File: src/source/pma_defs.svh
/*
 * Global sizes for the PMA checking unit.
 * Included by the package, the RTL and the testbench.
 */

`ifndef PMA_DEFS_SVH
`define PMA_DEFS_SVH

// register width, also the width of one config data word
`define PMA_XLEN 32

// physical address width
// region address words carry bits PLEN-1 down to 2
`define PMA_PLEN 34

// number of regions in the table
`define PMA_CNT 8

`endif

File: src/source/pma_pkg.sv
/*
 * Types shared by the PMA unit and its testbench.
 * Attribute layout and the dual-view configuration word live here.
 */

`include "pma_defs.svh"

package pma_pkg;

  // memory type of a region, EMPTY means nothing there
  typedef enum logic [1:0] {
    MEM_TYPE_EMPTY = 2'd0,
    MEM_TYPE_MAIN  = 2'd1,
    MEM_TYPE_IO    = 2'd2,
    MEM_TYPE_TCM   = 2'd3
  } mem_type_t;

  // atomic support level, passed through only
  typedef enum logic [1:0] {
    AMO_TYPE_NONE    = 2'd0,
    AMO_TYPE_SWAP    = 2'd1,
    AMO_TYPE_LOGICAL = 2'd2,
    AMO_TYPE_ARITH   = 2'd3
  } amo_type_t;

  // region address matching mode
  typedef enum logic [1:0] {
    OFF   = 2'd0,
    TOR   = 2'd1,
    NA4   = 2'd2,
    NAPOT = 2'd3
  } addr_mode_t;

  // transfer size, 1/2/4/8 bytes
  typedef enum logic [2:0] {
    BYTE  = 3'd0,
    HWORD = 3'd1,
    WORD  = 3'd2,
    DWORD = 3'd3
  } xfer_size_t;

  // 14 bit attribute word, msb first
  typedef struct packed {
    mem_type_t  mem_type;
    amo_type_t  amo_type;
    logic       r;
    logic       w;
    logic       x;
    logic       c;    // cacheable
    logic       cc;   // cache coherent
    logic       ri;   // read idempotent
    logic       wi;   // write idempotent
    logic       m;    // misaligned allowed
    addr_mode_t a;
  } pmacfg_t;

  // one config data word, read as a region address or as attributes
  typedef union packed {
    logic [`PMA_XLEN-1:0] adr;
    struct packed {
      logic [`PMA_XLEN-$bits(pmacfg_t)-1:0] pad;
      pmacfg_t                              cfg;
    } attr;
  } cfg_word_u;

endpackage

File: src/source/pma_cfg_table.sv
/*
 * Region table of the PMA unit.
 * Holds one attribute word and one address word per region.
 * Written through a config port with no handshake, sel picks the view.
 */

`timescale 1ns/1ps

`include "pma_defs.svh"

module pma_cfg_table
  import pma_pkg::*;
(
  input  logic                          clk_i,
  input  logic                          rst_n_i,

  // config write port
  input  logic                          cfg_we_i,
  input  logic [$clog2((`PMA_CNT > 1) ? `PMA_CNT : 2)-1:0] cfg_idx_i,
  input  logic                          cfg_sel_i,
  input  cfg_word_u                     cfg_wdata_i,

  // table contents per region
  output pmacfg_t                       pma_cfg_o [`PMA_CNT],
  output logic    [`PMA_XLEN-1:0]       pma_adr_o [`PMA_CNT]
);

  // index beyond the table is ignored
  logic idx_ok;

  assign idx_ok = (int'(cfg_idx_i) < `PMA_CNT);

  ////////////////////////////////////////
  // table registers
  ////////////////////////////////////////

  // reset leaves every region OFF and EMPTY
  always_ff @(posedge clk_i)
  begin
    if (!rst_n_i)
    begin
      for (int n = 0; n < `PMA_CNT; n++)
      begin
        pma_cfg_o[n] <= '0;
        pma_adr_o[n] <= '0;
      end
    end
    else if (cfg_we_i && idx_ok)
    begin
      // sel high writes the address view and sel low the attribute view
      if (cfg_sel_i)
        pma_adr_o[cfg_idx_i] <= cfg_wdata_i.adr;
      else
        pma_cfg_o[cfg_idx_i] <= cfg_wdata_i.attr.cfg;
    end
  end

endmodule

File: src/source/pma_req_stage.sv
/*
 * Request input register of the PMA unit.
 * Accepts one request per valid/ready transfer and holds it for the checker.
 * Precomputes the byte bounds of the access and the natural alignment flag.
 */

`timescale 1ns/1ps

`include "pma_defs.svh"

module pma_req_stage
  import pma_pkg::*;
(
  input  logic                 clk_i,
  input  logic                 rst_n_i,

  // request channel
  input  logic                 req_valid_i,
  input  logic [`PMA_PLEN-1:0] req_adr_i,
  input  xfer_size_t           req_size_i,
  input  logic                 req_we_i,
  input  logic                 req_instr_i,
  output logic                 req_ready_o,

  // response stage can take a result
  input  logic                 adv_i,

  // registered request towards the checker
  output logic                 chk_valid_o,
  output logic [`PMA_PLEN-1:0] acc_lb_o,
  output logic [`PMA_PLEN-1:0] acc_ub_o,
  output logic                 chk_we_o,
  output logic                 chk_instr_o,
  output logic                 chk_misaligned_o
);

  logic [`PMA_PLEN-1:0] last_ofs;
  logic                 misaligned;

  // byte offset of the last byte, and low address bits that must be zero
  always_comb
  begin
    case (req_size_i)
      HWORD:
      begin
        last_ofs   = `PMA_PLEN'(1);
        misaligned = req_adr_i[0];
      end
      WORD:
      begin
        last_ofs   = `PMA_PLEN'(3);
        misaligned = |req_adr_i[1:0];
      end
      DWORD:
      begin
        last_ofs   = `PMA_PLEN'(7);
        misaligned = |req_adr_i[2:0];
      end
      // byte, and any unknown encoding taken as a byte
      default:
      begin
        last_ofs   = '0;
        misaligned = 1'b0;
      end
    endcase
  end

  // empty, or the held request leaves this cycle
  assign req_ready_o = ~chk_valid_o | adv_i;

  ////////////////////////////////////////
  // stage registers
  ////////////////////////////////////////

  // occupancy
  always_ff @(posedge clk_i)
  begin
    if (!rst_n_i)
      chk_valid_o <= 1'b0;
    else if (req_ready_o)
      chk_valid_o <= req_valid_i;
  end

  // payload, only on a transfer
  always_ff @(posedge clk_i)
  begin
    if (req_valid_i && req_ready_o)
    begin
      acc_lb_o         <= req_adr_i;
      acc_ub_o         <= req_adr_i + last_ofs;
      chk_we_o         <= req_we_i;
      chk_instr_o      <= req_instr_i;
      chk_misaligned_o <= misaligned;
    end
  end

endmodule

File: src/source/pma_checker.sv
/*
 * Combinational PMA check.
 * Matches the held access against all regions, lowest index wins,
 * and returns sanitized attributes plus exception/misaligned/cacheable.
 */

`timescale 1ns/1ps

`include "pma_defs.svh"

module pma_checker
  import pma_pkg::*;
(
  // region table
  input  pmacfg_t                 pma_cfg_i [`PMA_CNT],
  input  logic    [`PMA_XLEN-1:0] pma_adr_i [`PMA_CNT],

  // access from the request stage
  input  logic                    chk_valid_i,
  input  logic    [`PMA_PLEN-1:0] acc_lb_i,
  input  logic    [`PMA_PLEN-1:0] acc_ub_i,
  input  logic                    chk_we_i,
  input  logic                    chk_instr_i,
  input  logic                    chk_misaligned_i,

  // result
  output logic                    exception_o,
  output logic                    misaligned_o,
  output logic                    cacheable_o,
  output pmacfg_t                 pma_o
);

  localparam int PLEN  = `PMA_PLEN;
  localparam int CNT   = `PMA_CNT;
  localparam int IDX_W = (CNT > 1) ? $clog2(CNT) : 1;

  ////////////////////////////////////////
  // helpers
  ////////////////////////////////////////

  // log2 of region size in words
  // NA4 is one word, NAPOT is 2^(trailing ones + 1) words
  function automatic int napot_bits(input logic na4, input logic [PLEN-1:2] adr);
    int   n;
    logic run;
    n   = 0;
    run = 1'b1;
    if (!na4)
    begin
      for (int k = 0; k < PLEN-2; k++)
      begin
        run = run & adr[k+2];
        if (run)
          n++;
      end
      n++;
    end
    return n;
  endfunction

  pmacfg_t               pmacfg   [CNT];
  logic    [PLEN-1:2]    pma_lb   [CNT];
  logic    [PLEN-1:2]    pma_ub   [CNT];
  logic    [PLEN-1:2]    prev_adr;
  logic    [PLEN-1:2]    mask;
  int                    sh;
  logic    [CNT-1:0]     match_all;
  logic    [IDX_W-1:0]   sel_idx;
  pmacfg_t               matched;

  ////////////////////////////////////////
  // attribute sanitizing
  ////////////////////////////////////////

  always_comb
  begin
    for (int n = 0; n < CNT; n++)
    begin
      pmacfg[n] = pma_cfg_i[n];
      // nothing mapped: treat as io, no access
      if (pma_cfg_i[n].mem_type == MEM_TYPE_EMPTY)
      begin
        pmacfg[n].mem_type = MEM_TYPE_IO;
        pmacfg[n].amo_type = AMO_TYPE_NONE;
        pmacfg[n].r        = 1'b0;
        pmacfg[n].w        = 1'b0;
        pmacfg[n].x        = 1'b0;
      end
      // cacheable only in main memory, coherent only when cacheable
      pmacfg[n].c  = (pma_cfg_i[n].mem_type == MEM_TYPE_MAIN) & pma_cfg_i[n].c;
      pmacfg[n].cc = pma_cfg_i[n].cc & pmacfg[n].c;
      // idempotency is only a question for io
      pmacfg[n].ri = (pma_cfg_i[n].mem_type == MEM_TYPE_IO) ? pma_cfg_i[n].ri : 1'b1;
      pmacfg[n].wi = (pma_cfg_i[n].mem_type == MEM_TYPE_IO) ? pma_cfg_i[n].wi : 1'b1;
    end
  end

  ////////////////////////////////////////
  // region bounds and matching
  ////////////////////////////////////////

  // bounds in word units, ub is exclusive
  always_comb
  begin
    prev_adr = '0;
    for (int n = 0; n < CNT; n++)
    begin
      sh   = napot_bits(pmacfg[n].a == NA4, pma_adr_i[n]);
      mask = {(PLEN-2){1'b1}} << sh;
      case (pmacfg[n].a)
        TOR:
        begin
          // previous region's address word, zero below region 0
          pma_lb[n] = prev_adr;
          pma_ub[n] = pma_adr_i[n];
        end
        NA4, NAPOT:
        begin
          pma_lb[n] = pma_adr_i[n] & mask;
          pma_ub[n] = (pma_adr_i[n] + ((PLEN-2)'(1) << sh)) & mask;
        end
        default:
        begin
          pma_lb[n] = '0;
          pma_ub[n] = '0;
        end
      endcase
      // every byte of the access inside the region
      match_all[n] = (pmacfg[n].a != OFF)              &&
                     (acc_lb_i[PLEN-1:2] >= pma_lb[n]) &&
                     (acc_ub_i[PLEN-1:2] <  pma_ub[n]);
      prev_adr = pma_adr_i[n];
    end
  end

  // lowest numbered match, region 0 when none
  always_comb
  begin
    sel_idx = '0;
    for (int n = CNT-1; n >= 0; n--)
    begin
      if (match_all[n])
        sel_idx = IDX_W'(n);
    end
  end

  assign matched = pmacfg[sel_idx];
  assign pma_o   = matched;

  ////////////////////////////////////////
  // exceptions and flags
  ////////////////////////////////////////

  // fetch needs x, store needs w, data load needs r
  assign exception_o = chk_valid_i & (~|match_all                              |
                                      ( chk_instr_i              & ~matched.x) |
                                      ( chk_we_i                 & ~matched.w) |
                                      (~chk_we_i & ~chk_instr_i  & ~matched.r));

  // region may allow unaligned accesses
  assign misaligned_o = chk_misaligned_i & ~matched.m;

  // c already implies main memory after sanitizing
  assign cacheable_o = matched.c;

endmodule

File: src/source/pma_resp_stage.sv
/*
 * Response output register of the PMA unit.
 * Captures one check result and holds it until the host takes it.
 */

`timescale 1ns/1ps

module pma_resp_stage
  import pma_pkg::*;
(
  input  logic    clk_i,
  input  logic    rst_n_i,

  // result from the checker
  input  logic    chk_valid_i,
  input  logic    exception_i,
  input  logic    misaligned_i,
  input  logic    cacheable_i,
  input  pmacfg_t pma_i,

  // request stage may move on
  output logic    adv_o,

  // response channel
  input  logic    resp_ready_i,
  output logic    resp_valid_o,
  output logic    resp_exception_o,
  output logic    resp_misaligned_o,
  output logic    resp_cacheable_o,
  output pmacfg_t resp_attr_o
);

  // empty, or current response is taken this cycle
  assign adv_o = ~resp_valid_o | resp_ready_i;

  always_ff @(posedge clk_i)
  begin
    if (!rst_n_i)
      resp_valid_o <= 1'b0;
    else if (adv_o)
      resp_valid_o <= chk_valid_i;
  end

  // hold payload stable under back-pressure
  always_ff @(posedge clk_i)
  begin
    if (adv_o && chk_valid_i)
    begin
      resp_exception_o  <= exception_i;
      resp_misaligned_o <= misaligned_i;
      resp_cacheable_o  <= cacheable_i;
      resp_attr_o       <= pma_i;
    end
  end

endmodule

File: src/source/pma_unit_top.sv
/*
 * Top level of the PMA checking unit.
 * Region table and request register feed the checker,
 * the response register presents the result. Two requests max in flight.
 */

`timescale 1ns/1ps

`include "pma_defs.svh"

module pma_unit_top
  import pma_pkg::*;
(
  input  logic                 clk_i,
  input  logic                 rst_n_i,

  // config port
  input  logic                 cfg_we_i,
  input  logic [$clog2((`PMA_CNT > 1) ? `PMA_CNT : 2)-1:0] cfg_idx_i,
  input  logic                 cfg_sel_i,
  input  cfg_word_u            cfg_wdata_i,

  // request channel
  input  logic                 req_valid_i,
  input  logic [`PMA_PLEN-1:0] req_adr_i,
  input  xfer_size_t           req_size_i,
  input  logic                 req_we_i,
  input  logic                 req_instr_i,
  output logic                 req_ready_o,

  // response channel
  input  logic                 resp_ready_i,
  output logic                 resp_valid_o,
  output logic                 resp_exception_o,
  output logic                 resp_misaligned_o,
  output logic                 resp_cacheable_o,
  output pmacfg_t              resp_attr_o
);

  // table outputs
  pmacfg_t              pma_cfg [`PMA_CNT];
  logic [`PMA_XLEN-1:0] pma_adr [`PMA_CNT];

  // request stage -> checker
  logic                 chk_valid;
  logic [`PMA_PLEN-1:0] acc_lb;
  logic [`PMA_PLEN-1:0] acc_ub;
  logic                 chk_we;
  logic                 chk_instr;
  logic                 chk_misaligned;

  // checker -> response stage
  logic                 exception;
  logic                 misaligned;
  logic                 cacheable;
  pmacfg_t              pma_attr;
  logic                 adv;

  ////////////////////////////////////////
  // input side
  ////////////////////////////////////////

  pma_cfg_table u_pma_cfg_table (
    .clk_i       (clk_i),
    .rst_n_i     (rst_n_i),
    .cfg_we_i    (cfg_we_i),
    .cfg_idx_i   (cfg_idx_i),
    .cfg_sel_i   (cfg_sel_i),
    .cfg_wdata_i (cfg_wdata_i),
    .pma_cfg_o   (pma_cfg),
    .pma_adr_o   (pma_adr)
  );

  pma_req_stage u_pma_req_stage (
    .clk_i            (clk_i),
    .rst_n_i          (rst_n_i),
    .req_valid_i      (req_valid_i),
    .req_adr_i        (req_adr_i),
    .req_size_i       (req_size_i),
    .req_we_i         (req_we_i),
    .req_instr_i      (req_instr_i),
    .req_ready_o      (req_ready_o),
    .adv_i            (adv),
    .chk_valid_o      (chk_valid),
    .acc_lb_o         (acc_lb),
    .acc_ub_o         (acc_ub),
    .chk_we_o         (chk_we),
    .chk_instr_o      (chk_instr),
    .chk_misaligned_o (chk_misaligned)
  );

  // processing
  pma_checker u_pma_checker (
    .pma_cfg_i        (pma_cfg),
    .pma_adr_i        (pma_adr),
    .chk_valid_i      (chk_valid),
    .acc_lb_i         (acc_lb),
    .acc_ub_i         (acc_ub),
    .chk_we_i         (chk_we),
    .chk_instr_i      (chk_instr),
    .chk_misaligned_i (chk_misaligned),
    .exception_o      (exception),
    .misaligned_o     (misaligned),
    .cacheable_o      (cacheable),
    .pma_o            (pma_attr)
  );

  // output side
  pma_resp_stage u_pma_resp_stage (
    .clk_i             (clk_i),
    .rst_n_i           (rst_n_i),
    .chk_valid_i       (chk_valid),
    .exception_i       (exception),
    .misaligned_i      (misaligned),
    .cacheable_i       (cacheable),
    .pma_i             (pma_attr),
    .adv_o             (adv),
    .resp_ready_i      (resp_ready_i),
    .resp_valid_o      (resp_valid_o),
    .resp_exception_o  (resp_exception_o),
    .resp_misaligned_o (resp_misaligned_o),
    .resp_cacheable_o  (resp_cacheable_o),
    .resp_attr_o       (resp_attr_o)
  );

endmodule

File: config.mk
export PLATFORM = sky130hd
export DESIGN_NAME = pma_unit_top
export DESIGN_NICKNAME = d
export VERILOG_FILES = /design/src/source/pma_pkg.sv /design/src/source/pma_cfg_table.sv /design/src/source/pma_req_stage.sv /design/src/source/pma_checker.sv /design/src/source/pma_resp_stage.sv /design/src/source/pma_unit_top.sv
export VERILOG_INCLUDE_DIRS = /design/src /design/src/source
export SDC_FILE = /design/constraint.sdc
export NUM_CORES = 2
export LEC_CHECK = 0
export BUFFER_PORTS_ARGS = -buffer_cell sky130_fd_sc_hd__buf_2
export CAP_MARGIN = 40
export CORE_MARGIN = 4
export CORE_UTILIZATION = 45
export CTS_BUF_LIST = sky130_fd_sc_hd__clkbuf_8
export CTS_CLUSTER_DIAMETER = 200
export CTS_CLUSTER_SIZE = 28
export DETAILED_ROUTE_END_ITERATION = 16
export MAX_ROUTING_LAYER = met4
export SYNTH_ARGS = -nofsm -noshare
export SYNTH_HDL_FRONTEND = slang
export SYNTH_SLANG_ARGS = --single-unit
File: constraint.sdc
create_clock -name clk_i -period 56.6 [get_ports clk_i]
set_input_delay 5.66 -clock clk_i [delete_from_list [all_inputs] [get_ports clk_i]]
set_output_delay 5.66 -clock clk_i [all_outputs]
set_load 0.005 [all_outputs]
==> PnR_summary.wiki <==
{| class="wikitable"
! Metric !! Value
|-
| Horizontal extent of the die || 451 µm
|-
| Fin worst setup slack || 24.22 ns
|-
| Total number of vias || 94,100
|-
| Worst hold-check slack || 0.477 ns
|-
| Required time reported for the critical path endpoint || 57.20 ns
|-
| Post-detailed-routing wire length || 381 mm
|-
| Total congestion overflow || 0
|-
| Port bufs || 98
|-
| Maximum capacitance violations || 0
|-
| Total standard cell area after synthesis || 88,400 µm²
|-
| Syn nets || 13,200
|-
| Arrival @ worst endpoint || 32.98 ns
|-
| Minimum clock period after layout || 32.38 ns
|-
| Setup repair after global routing missed its margin || no
|-
| Sum of net half-perimeters after detailed placement || 292 mm
|-
| Total CTS buffers || 20
|-
| Status || completed
|-
| Worst setup slack before clock tree synthesis || 24.74 ns
|-
| Final hold violations || 0
|-
| Core box area || 195,000 µm²
|-
| Syn Area/Cell || 7.26 µm²
|-
| Setup violation total in the final timing report || 0
|-
| Met3 routing resource usage after global routing || 6.29%
|-
| Leading register cell type out of synthesis || dfxtp_1
|-
| Maximum fanout count along the critical path || 44
|-
| Placed standard-cell area || 91,700 µm²
|-
| Slowest stage cell, crit path || a311o_2
|-
| Syn. warnings || 0
|-
| Slew at the pin with the worst max-slew slack || 1.01 ns
|-
| Worst path max stage delay || 0.80 ns
|-
| Tightest slew margin relative to the limit || 32.6%
|-
| Layer carrying the most global-route usage || met2
|-
| Number of cells upsized or downsized after cts || 0
|-
| Starting density of the core || 45.3%
|-
| Number of slew-limit violations in the final report || 0
|-
| # hold bufs at CTS || 0
|-
| Insertion delay to the later sink of the worst-skew pair || 0.77 ns
|-
| H-tree levels || 1
|-
| Mean number of vias per cell || 6.44
|-
| GR Layer Usage met2 || 53.9%
|-
| Most used standard cell by instance count after synthesis || nand2_1
|-
| Pwr dens || 7.11 nW/µm²
|-
| Antenna violations before repair || 41
|-
| Clock transition time at the flip-flop clock pins of the worst setup and hold paths || 0.19 ns
|-
| Startpoint class of the critical path || register
|-
| Leading post-synthesis cells by cell area || ha_1 (14%), dfxtp_1 (8.4%), nand2_1 (7.8%)
|-
| Start-to-end type of the worst setup path || register to register
|-
| Drt initial violations || 11,000
|-
| Total negative slack for setup checks || 0 ns
|-
| Maximum operating frequency || 30.9 MHz
|-
| # rows || 162
|-
| I/O pins || 99
|-
| Layout cells sized above 1 || 7.50%
|-
| Height of the die || 451 µm
|-
| Tot GR Track Use || 36.5%
|-
| Share of the synthesized area in the top cell type || 14.0%
|-
| Synth Register Bits || 453
|-
| Cell types with the highest counts after synthesis || nand2_1 (1,845), nor2_1 (1,005), ha_1 (986)
|-
| Count of antenna-violating nets left after detailed routing || 0
|-
| Share of the yosys chip area belonging to registers || 11.2%
|-
| Synthesis-to-finish area growth || 4.35%
|-
| Filler instances || 19,900
|-
| Global-route wire length before repair || 558 mm
|-
| Leakage Power || 37.1 nW
|-
| Overall die area || 203,000 µm²
|-
| Worst hold path type || register to register
|-
| Vias in the first global route || 87,000
|-
| Largest buffer count on any clock path || 3
|-
| Final weighted congestion of routability-driven global placement || 1.07
|-
| Async set-or-reset flop fraction in the synthesized netlist || 0%
|-
| IR Drop Worst-Case VDD || 0.0173 mV
|-
| # nets final || 13,000
|-
| Worst Setup End Kind || register
|-
| Largest area contributor in the netlist || ha_1
|-
| Clock tree from TritonCTS || yes
|-
| Number of flops mapped to enable cells by yosys || 83
|-
| Post-CTS setup-driven buffer insertion count || 0
|-
| Pin count of the biggest net entering global routing || 108
|-
| Final clock skew || 0.0752 ns
|-
| Final critical-path share of the clock period || 57.2%
|-
| Clock net sink count || 453
|-
| Cell at the root of the clock tree || clkbuf_8
|-
| Count of different cell masters after synthesis || 161
|-
| Most used cell along the critical path || ha_1
|-
| Grt met1 use || 47.8%
|-
| Post-DR wirelength/cell || 26.1 µm
|-
| Final design area excluding fillers || 92,200 µm²
|-
| DRC || 0
|-
| Number of iterations in the first detailed-routing pass || 9
|-
| Number of standard cells after synthesis || 12,200
|}
## cells by family after synthesis
group / Yosys count / synth area share (%)
compound gates: 3339 / 25.8
xor+xnor: 1047 / 12.6
fa+ha+maj: 1028 / 14.5
buf+inv: 959 / 4.44
flops: 453 / 11.2
mux: 299 / 3.80
simple gates: 5043 / 27.6
## cell type report
type	count	area (µm²)	share of cell area [%]
Inverter	331	1240	1.35
Antenna cell	42	105	0.114
Clock inverter	15	76.3	0.0828
Tap cell	2624	3280	3.56
Clock buffer	21	289	0.313
Sequential cell	453	9900	10.7
Timing Repair Buffer	363	2650	2.87
Multi-Input combinational cell	10800	74700	81.0
## through the flow
stage	utilization, %	total power, mW	instances
after global placement	46.8	0.495	14500
after CTS	47.2	0.648	14600
after detailed placement	47.0	0.500	14500
after global routing	47.3	0.672	14600
after floorplan	-	0.425	12200
final	47.3	0.655	14600
## per-layer routing
metal	vias up	part of all wire, %
met2	4322	42
li1	43700	-
met5	-	0
met4	0	6.0
met3	828	9.5
met1	45200	42
## worst paths after layout
check	startpoint	end	depth (start not counted)	slack (ns)
min	u_pma_cfg_table.pma_cfg_o[66]	u_pma_cfg_table.pma_cfg_o[66]	2	0.48
min reg2reg	u_pma_cfg_table.pma_cfg_o[66]	u_pma_cfg_table.pma_cfg_o[66]	2	0.48
max	u_pma_cfg_table.pma_adr_o[33]	u_pma_resp_stage.resp_exception_o	150	24.22
max reg2reg	u_pma_cfg_table.pma_adr_o[33]	u_pma_resp_stage.resp_exception_o	150	24.22
## state kept, by name (all words and copies together), names as in the netlist, 13 cells and up
signal / count
u_pma_cfg_table.pma_adr_o: 256
u_pma_cfg_table.pma_cfg_o: 112
u_pma_req_stage.acc_lb_o: 32
u_pma_req_stage.acc_ub_o: 32
u_pma_resp_stage.resp_attr_o: 13
## worst max-delay path, delay by kind of cell, from the launching register on
| family | cells | cell delay (ns) |
|---|---|---|
| AO/OA/AOI/OAI | 62 | 12.30 |
| XOR/XNOR | 1 | 0.13 |
| adder cells (fa/ha/maj) | 32 | 10.12 |
| buffers and inverters | 2 | 0.21 |
| flip-flops | 1 | 0.58 |
| multiplexers | 19 | 4.07 |
| AND/OR/NAND/NOR | 34 | 4.77 |
## cell usage in the layout, fill, tap and decap left out, types with 226 or more instances in the layout
master / Yosys / routed
nor3_1: 255 / 252
nand2_1: 1845 / 1845
nand2b_1: 237 / 237
a21o_1: 295 / 295
a21boi_0: 442 / 442
inv_1: 329 / 342
nor2b_1: 234 / 226
nor2_1: 1005 / 996
dfxtp_1: 370 / 370
xor2_1: 352 / 352
xnor2_1: 534 / 534
ha_1: 986 / 986
a22oi_1: 326 / 326
buf_4: 23 / 251
o21ai_0: 590 / 590
a21oi_1: 649 / 649
nand3_1: 411 / 410
## report_power, final
group / switching [mW] / internal, mW
clock: 0.118 / 0.0359
combinational: 0.106 / 0.0469
sequential: 0.0131 / 0.336
Note: power is estimated with default switching activity, not from simulation.
